===== src/design/nibble_bus_pkg.sv =====
`default_nettype none

// definitions shared by everything that sits on the nibble-wide system bus
package nibble_bus_pkg;

	// width of a bus address, the whole map is 2^20 nibbles
	localparam int unsigned BUS_ADDR_W = 20;

	// command codes seen by every device on the bus
	// codes 9 to 15 are undefined and make a device flag an error
	typedef enum logic [3:0] {
		NOP       = 4'h0,
		PC_READ   = 4'h1,
		PC_WRITE  = 4'h2,
		DP_READ   = 4'h3,
		DP_WRITE  = 4'h4,
		LOAD_PC   = 4'h5,
		LOAD_DP   = 4'h6,
		CONFIGURE = 4'h7,
		BUS_RESET = 4'h8
	} bus_op_t;

	typedef logic [3:0] nibble_t;
	typedef logic [BUS_ADDR_W-1:0] bus_addr_t;

	// a region length needs one more bit, since a region may span the whole map
	typedef logic [BUS_ADDR_W:0] bus_len_t;
	localparam bus_len_t ADDR_SPACE = bus_len_t'(1) << BUS_ADDR_W;

	// one broadcast from the bridge to all devices
	typedef struct packed {
		bus_op_t   op;
		bus_addr_t addr;
		nibble_t   nibble;
	} bus_cmd_t;

	// what a single device answers, one cycle after the command
	typedef struct packed {
		logic    hit;
		nibble_t nibble;
		logic    error;
	} bank_resp_t;

endpackage

`default_nettype wire


===== src/design/mem_sys_pkg.sv =====
`default_nettype none

// sizing of the memory subsystem and the host register map
package mem_sys_pkg;

	// number of RAM banks on the daisy chain
	localparam int unsigned NUM_BANKS = 3;

	// nibbles actually stored in one bank
	localparam int unsigned BANK_DEPTH = 64;

	// index width into the storage of one bank
	localparam int unsigned BANK_ADDR_W = $clog2(BANK_DEPTH);

	// host word addresses on the Wishbone port
	// the command register is write only and the status register read only
	typedef enum logic [0:0] {
		CMD_REG    = 1'b0,
		STATUS_REG = 1'b1
	} host_reg_t;

endpackage

`default_nettype wire


===== src/design/wb_bus_bridge.sv =====
`timescale 1ns/1ps
`default_nettype none

// Wishbone classic slave in front of the nibble bus
// a write to the command register becomes exactly one bus command, and the
// status register holds what the banks returned for the last read
module wb_bus_bridge (
	input logic strobe,
	input logic rst_n,
	input logic cyc,
	input logic stb,
	input logic we,
	input mem_sys_pkg::host_reg_t adr,
	input logic [31:0] dat_w,
	output logic [31:0] dat_r,
	output logic ack,
	output nibble_bus_pkg::bus_cmd_t cmd,
	input nibble_bus_pkg::bank_resp_t merged,
	input logic conflict
);
	import nibble_bus_pkg::*;
	import mem_sys_pkg::*;

	// ISSUE is the single cycle in which cmd carries a real command
	// CAPTURE waits for the registered bank response of a read
	typedef enum logic [1:0] {
		IDLE,
		ISSUE,
		CAPTURE,
		ACK
	} state_t;

	// status register, laid out so it drops straight into dat_r[6:0]
	typedef struct packed {
		logic    error;
		logic    conflict;
		logic    hit;
		nibble_t nibble;
	} status_t;

	state_t state;
	status_t status;
	logic issue_is_read;

	// a read opcode needs the extra capture cycle before ack
	assign issue_is_read = (cmd.op == PC_READ) || (cmd.op == DP_READ);

	always_ff @(posedge strobe or negedge rst_n) begin
		if (!rst_n) begin
			state <= IDLE;
			ack <= 1'b0;
			dat_r <= '0;
			status <= '0;
			cmd <= '{op: NOP, addr: '0, nibble: '0};
		end else begin
			case (state)
			IDLE: begin
				// the host holds cyc and stb until ack, so a new access
				// is only seen here once the previous one has finished
				if (cyc && stb) begin
					if (we && (adr == CMD_REG)) begin
						cmd.op <= bus_op_t'(dat_w[3:0]);
						cmd.nibble <= dat_w[7:4];
						cmd.addr <= dat_w[27:8];
						state <= ISSUE;
					end else begin
						// status read answers at once
						// a write to the status register is acked and ignored
						// and a read of the command register returns zero
						if (!we && (adr == STATUS_REG)) begin
							dat_r <= {25'b0, status};
						end else begin
							dat_r <= '0;
						end
						ack <= 1'b1;
						state <= ACK;
					end
				end
			end
			ISSUE: begin
				// the command was on the bus for this one cycle only
				cmd <= '{op: NOP, addr: '0, nibble: '0};
				if (issue_is_read) begin
					state <= CAPTURE;
				end else begin
					ack <= 1'b1;
					state <= ACK;
				end
			end
			CAPTURE: begin
				// banks registered their answer at the end of ISSUE
				status.nibble <= merged.nibble;
				status.hit <= merged.hit;
				status.conflict <= conflict;
				status.error <= merged.error;
				ack <= 1'b1;
				state <= ACK;
			end
			ACK: begin
				// error is sticky in the banks, so picking it up here once
				// per access keeps the status bit current after any command
				status.error <= merged.error;
				ack <= 1'b0;
				state <= IDLE;
			end
			default: begin
				ack <= 1'b0;
				state <= IDLE;
			end
			endcase
		end
	end

endmodule

`default_nettype wire


===== src/design/nibble_ram_bank.sv =====
`timescale 1ns/1ps
`default_nettype none

// one RAM bank on the nibble bus
// it keeps its own copy of the program and data pointers and only answers
// once it has been given a length and a base through the daisy chain
module nibble_ram_bank (
	input logic strobe,
	input logic rst_n,
	input nibble_bus_pkg::bus_cmd_t cmd,
	input logic daisy_in,
	output logic daisy_out,
	output nibble_bus_pkg::bank_resp_t resp
);
	import nibble_bus_pkg::*;
	import mem_sys_pkg::*;

	// configuration state, length comes first and the base second
	logic len_conf;
	logic addr_conf;
	logic configured;
	bus_addr_t base_addr;
	bus_len_t length;

	// every bank follows every broadcast, so these stay equal across banks
	bus_addr_t pc_ptr;
	bus_addr_t dp_ptr;

	nibble_t mem [BANK_DEPTH];

	logic is_pc;
	logic is_read;
	logic is_write;
	logic in_range;
	logic active;
	bus_addr_t acc_ptr;
	bus_addr_t offset;
	logic [BANK_ADDR_W-1:0] idx;

	logic hit_q;
	logic error_q;
	nibble_t rd_nibble;

	assign configured = len_conf & addr_conf;

	// the next bank in the chain may configure only after this one is done
	assign daisy_out = configured;

	always_comb begin
		is_pc = (cmd.op == PC_READ) || (cmd.op == PC_WRITE);
		is_read = (cmd.op == PC_READ) || (cmd.op == DP_READ);
		is_write = (cmd.op == PC_WRITE) || (cmd.op == DP_WRITE);
		acc_ptr = is_pc ? pc_ptr : dp_ptr;
		// the offset is only meaningful when the pointer is at or above the base
		offset = acc_ptr - base_addr;
		in_range = (acc_ptr >= base_addr) && ({1'b0, offset} < length);
		active = configured && (is_read || is_write) && in_range;
		// only 64 nibbles exist, a longer region wraps onto them
		idx = offset[BANK_ADDR_W-1:0];
	end

	always_ff @(posedge strobe or negedge rst_n) begin
		if (!rst_n) begin
			len_conf <= 1'b0;
			addr_conf <= 1'b0;
			base_addr <= '0;
			length <= '0;
			pc_ptr <= '0;
			dp_ptr <= '0;
			hit_q <= 1'b0;
			error_q <= 1'b0;
		end else begin
			// hit follows the command by one cycle and drops on anything else
			hit_q <= active;
			case (cmd.op)
			NOP: begin
			end
			// pointers advance on every access, hit or miss
			PC_READ, PC_WRITE: pc_ptr <= pc_ptr + 1'b1;
			DP_READ, DP_WRITE: dp_ptr <= dp_ptr + 1'b1;
			LOAD_PC: pc_ptr <= cmd.addr;
			LOAD_DP: dp_ptr <= cmd.addr;
			CONFIGURE: begin
				// the address of the first configure is the two's
				// complement of the size, the second one is the base
				if (!configured && daisy_in) begin
					if (!len_conf) begin
						length <= ADDR_SPACE - {1'b0, cmd.addr};
						len_conf <= 1'b1;
					end else begin
						base_addr <= cmd.addr;
						addr_conf <= 1'b1;
					end
				end
			end
			BUS_RESET: begin
				base_addr <= '0;
				length <= '0;
				len_conf <= 1'b0;
				addr_conf <= 1'b0;
			end
			default: begin
				// undefined code, stays flagged until rst_n
				error_q <= 1'b1;
			end
			endcase
		end
	end

	// storage and read data
	always_ff @(posedge strobe) begin
		if (active && is_write) begin
			mem[idx] <= cmd.nibble;
		end
		if (active && is_read) begin
			rd_nibble <= mem[idx];
		end
	end

	assign resp = '{hit: hit_q, nibble: rd_nibble, error: error_q};

endmodule

`default_nettype wire


===== src/design/bank_response_merge.sv =====
`timescale 1ns/1ps
`default_nettype none

// folds the answers of all banks into the one response the bridge sees
// a properly configured map never has two banks hitting at the same time,
// conflict shows when the map overlaps
module bank_response_merge (
	input nibble_bus_pkg::bank_resp_t resp [mem_sys_pkg::NUM_BANKS],
	output nibble_bus_pkg::bank_resp_t merged,
	output logic conflict
);
	import nibble_bus_pkg::*;
	import mem_sys_pkg::*;

	logic hit_any;
	logic hit_multi;
	logic err_any;
	nibble_t nib_or;

	always_comb begin
		hit_any = 1'b0;
		hit_multi = 1'b0;
		err_any = 1'b0;
		nib_or = '0;
		for (int i = 0; i < NUM_BANKS; i++) begin
			// a second hit on top of an earlier one is a conflict
			hit_multi = hit_multi | (hit_any & resp[i].hit);
			hit_any = hit_any | resp[i].hit;
			// banks that miss keep stale read data, so mask them out
			if (resp[i].hit) begin
				nib_or = nib_or | resp[i].nibble;
			end
			// error is taken from every bank, hit or not
			err_any = err_any | resp[i].error;
		end
	end

	assign merged = '{hit: hit_any, nibble: nib_or, error: err_any};
	assign conflict = hit_multi;

endmodule

`default_nettype wire


===== src/design/nibble_mem_top.sv =====
`timescale 1ns/1ps
`default_nettype none

// memory subsystem, Wishbone on the host side and a row of
// daisy-chained RAM banks on the nibble bus
module nibble_mem_top (
	input logic strobe,
	input logic rst_n,
	input logic cyc,
	input logic stb,
	input logic we,
	input mem_sys_pkg::host_reg_t adr,
	input logic [31:0] dat_w,
	output logic [31:0] dat_r,
	output logic ack
);
	import nibble_bus_pkg::*;
	import mem_sys_pkg::*;

	bus_cmd_t cmd;
	bank_resp_t resp [NUM_BANKS];
	bank_resp_t merged;
	logic conflict;

	// daisy[k] enables bank k, the last link goes high once the whole row
	// is configured and is left for the testbench to observe
	logic [NUM_BANKS:0] daisy;

	// the first bank is always allowed to take a configure
	assign daisy[0] = 1'b1;

	wb_bus_bridge u_bridge (
		.strobe(strobe),
		.rst_n(rst_n),
		.cyc(cyc),
		.stb(stb),
		.we(we),
		.adr(adr),
		.dat_w(dat_w),
		.dat_r(dat_r),
		.ack(ack),
		.cmd(cmd),
		.merged(merged),
		.conflict(conflict)
	);

	// every bank sees the same broadcast command
	for (genvar k = 0; k < NUM_BANKS; k++) begin : g_bank
		nibble_ram_bank u_bank (
			.strobe(strobe),
			.rst_n(rst_n),
			.cmd(cmd),
			.daisy_in(daisy[k]),
			.daisy_out(daisy[k+1]),
			.resp(resp[k])
		);
	end

	bank_response_merge u_merge (
		.resp(resp),
		.merged(merged),
		.conflict(conflict)
	);

endmodule

`default_nettype wire


===== config.mk =====
export PLATFORM = sky130hd
export DESIGN_NAME = nibble_mem_top
export DESIGN_NICKNAME = d
export VERILOG_FILES = /design/src/design/nibble_bus_pkg.sv /design/src/design/mem_sys_pkg.sv /design/src/design/wb_bus_bridge.sv /design/src/design/nibble_ram_bank.sv /design/src/design/bank_response_merge.sv /design/src/design/nibble_mem_top.sv
export SDC_FILE = /design/constraint.sdc
export NUM_CORES = 2
export LEC_CHECK = 0
export ABC_AREA = 1
export BUFFER_PORTS_ARGS = -buffer_cell sky130_fd_sc_hd__buf_2
export CAP_MARGIN = 20
export CORE_ASPECT_RATIO = 1.75
export CORE_UTILIZATION = 50
export DETAILED_ROUTE_END_ITERATION = 10
export PLACE_DENSITY = 0.76
export SLEW_MARGIN = 30
export SYNTH_ARGS = -nofsm -noshare
export SYNTH_HDL_FRONTEND = slang
export SYNTH_SLANG_ARGS = --single-unit

===== constraint.sdc =====
create_clock -name strobe -period 9.66 [get_ports strobe]
set_clock_uncertainty 0.1 [all_clocks]
set_input_delay 0.483 -clock strobe [delete_from_list [all_inputs] [get_ports strobe]]
set_output_delay 0.483 -clock strobe [all_outputs]
set_load 0.1 [all_outputs]

==> flow_metrics.py <==
metrics = {
    "timing": {
        "worst_slew_pin_slew_ps": 1110,
        "rsz0062_at_grt": "false",
        "finalHoldViolations": 0,
        "slew_viol_final": 0,
        "clock.fmax_ghz": 0.135,
        "period_minus_slack_ps": 7420,
        "slew_headroom_pct": 25.3,
        "timing.final.crit_share_pct": 76.8,
        "tns_ps": 0,
        "setup_viol": 0,
    },
    "flow_run": {
        "maxCapViolations": 0,
    },
    "layout": {
        "drive_above_1_share_pct": 5.13,
        "nNetsFinal": 6567,
        "fillers": 9816,
        "area_growth_pct": 8.73,
    },
    "logic_synthesis": {
        "synth_fa_ha_area_share_pct": 3.02,
        "syn_inst": 6476,
        "synth_edf_count": 780,
        "avgSynthCellArea_um2": 8.55,
        "synth_top_cell_by_area": "edfxtp_1",
        "synth_area_um2": 55400,
        "ys_seq_area_share_pct": 55.8,
        "synth_area_leaders": "edfxtp_1 (42%), nand2_1 (19%), dfrtp_1 (13%)",
        "async_flop_share_pct": 27.6,
        "synthDominantCellAreaShare_pct": 42.3,
        "yosysUniqueCellTypes": 60,
        "synth_top_family_by_area": "simple AND/OR/NAND/NOR gates",
        "synth_compound_area_share_pct": 6.27,
        "ys.flop_type": "edfxtp_1",
        "ys_warn_count": 0,
        "synth-simple-area-share_pct": 27.4,
        "synth_seq_cells": 1078,
        "synthTopCellsByCount": "nand2_1 (2812), edfxtp_1 (780), nor2_1 (439), inv_1 (436), dfrtp_1 (298)",
        "synthXorXnorAreaFrac_pct": 1.72,
        "synthMuxAreaShare_pct": 0,
        "synth.most_common_cell": "nand2_1",
    },
    "die": {
        "die_x_um": 254,
        "ios": 71,
        "coreArea_um2": 110000,
        "start_util_pct": 50.3,
        "fp-row-count": 161,
        "die_area_um2": 112000,
        "dieHeight_um": 442,
    },
    "clocking": {
        "cts_max_level": 3,
        "clk_path_buf_depth": 3,
        "cts-root-buf": "clkbuf_16",
        "cts_num_sinks": 1078,
        "clk_pin_slew_ps": 70,
        "cts_resized": 0,
        "cts_setup_buffers": 0,
        "cts_tree": "done",
        "clk_latency_ps": 730,
        "cts_buffers": 92,
    },
    "global_routing": {
        "antenna_found_initial": 4,
        "grt.total_usage_pct": 28.6,
        "grt_pass1_wl_um": 242000,
        "first_global_vias": 43000,
        "grt_overflow_total": 0,
        "grt_max_degree": 145,
    },
    "placed_design": {
        "dp_hpwl_um": 106000,
        "place_congestion": 1.01,
        "io_buffers": 41,
    },
    "setup_path": {
        "critPathCaptureType": "register",
        "crit_type": "reg -> reg",
        "worst_path_largest_cell_delay_ps": 900,
        "crit_fanout": 64,
        "crit_required_ps": 9950,
        "arrival_ps": 7700,
        "cpMostUsedCell": "nand2_1",
        "critPathLaunchType": "register",
        "critPathSlowestCell": "o21ai_0",
    },
    "run_status": {
        "status": "complete, no violations",
    },
    "detailed_routing": {
        "firstDrtPassIters": 6,
        "vias_per_cell": 5.60,
        "drt-total-wl_um": 159000,
        "vias": 44400,
        "ant_nets": 0,
        "drt_iter0_markers": 4348,
        "drc": 0,
        "wire_per_inst_um": 20.1,
    },
    "hold_path": {
        "hold_path.class": "in -> reg",
    },
}
## sequential cells by signal, summed over array words and instances, names as in the netlist, 2 cells and up
signal                   flops
g_bank.u_bank.len_conf       3
g_bank.u_bank.length        63
g_bank.u_bank.rd_nibble     12
g_bank.u_bank.dp_ptr        60
u_bridge.status              7
g_bank.u_bank.addr_conf      3
g_bank.u_bank.hit_q          3
g_bank.u_bank.mem          768
g_bank.u_bank.base_addr     60
u_bridge.state               2
u_bridge.cmd                28
g_bank.u_bank.pc_ptr        60
u_bridge.dat_r               7
## cell usage in the layout (no fill, tap or decap), types with 12 or more instances in the layout
cell and count:
conb_1 25, a31oi_1 12, buf_2 40, a21oi_1 227
clkinv_1 15, o22ai_1 36, clkinv_2 16, o211ai_1 15
nor2_1 437, clkbuf_16 92, clkbuf_1 15, nand4_1 201
dlygate4sd3_1 27, o21ai_0 273, inv_1 435, edfxtp_1 780
buf_4 46, nor3_1 60, nand3_1 179, ha_1 126
xor2_1 71, xnor2_1 22, nand2_1 2810, o21ai_1 15
dfrtp_1 294, inv_2 16
## metal layers
layer	vias up	wire [um]	global-route usage [%]
met2	2045	78400	48.6
met5	-	21	0
met3	587	11600	4.28
li1	21000	-	-
met1	20800	55800	32.1
met4	4	13600	21.8
## critical path: cells and delay by family (launching register included)
family	cells	cell delay (ps)
adders and majority gates	2	840
and+or+nand+nor	15	2180
buffers and inverters	6	1550
DFF	1	440
xor gates and xnor gates	1	440
AOI/OAI and AO/OA	4	1360
## through the flow
step,util [%],cell area [um2],hold slack [ps],setup slack (ps),instances
after floorplan,-,55500,87.4,5030,6500
after global placement,51.5,56600,337,2750,7739
after detailed placement,51.6,56800,358,2650,7743
after CTS,54.7,60200,6.87,2630,7940
after global routing,54.7,60200,41.5,1930,7941
final,54.7,60200,42.2,2240,7941
## cell families after synthesis
logic type / Yosys count
adders and majority gates: 132
and+or+nand+nor: 3748
buffers and inverters: 778
DFF: 1078
AOI/OAI and AO/OA: 637
xor gates and xnor gates: 102
other: 1
## final timing paths
check / depth (start not counted) / slack, ps / to / from
max in group asynchronous: 3 / 8000 / g_bank[1].u_bank.pc_ptr[13] / rst_n
min in group asynchronous: 2 / 290 / u_bridge.state[0] / rst_n
hold / removal: 3 / 40 / u_bridge.cmd[9] / dat_w[13]
setup / recovery: 28 / 2240 / g_bank[0].u_bank.mem[59][3] / u_bridge.cmd[24]
setup reg to reg: 28 / 2240 / g_bank[0].u_bank.mem[59][3] / u_bridge.cmd[24]
hold reg to reg: 2 / 370 / g_bank[0].u_bank.error_q / g_bank[0].u_bank.error_q
## what timing repair did
action,in CTS,in global routing
hold buffers,27,0
setup endpoints to repair,0,0
endpoints found under the hold margin,104,0
## cell type report
type                       instances  area (um2)  area share (%)
multi-input combinational       4644       21600            35.9
tap                             1467        1840            3.05
antenna                            1        2.50         0.00416
clock buffer                     109        2390            3.96
sequential                      1078       30900            51.3
timing repair buffer             124        1000            1.67
clock inverter                    61         732            1.22
inverter                         457        1720            2.86
Power is not shown: default switching activity piles up to over one toggle a cycle in this logic, so the estimate is an artifact.
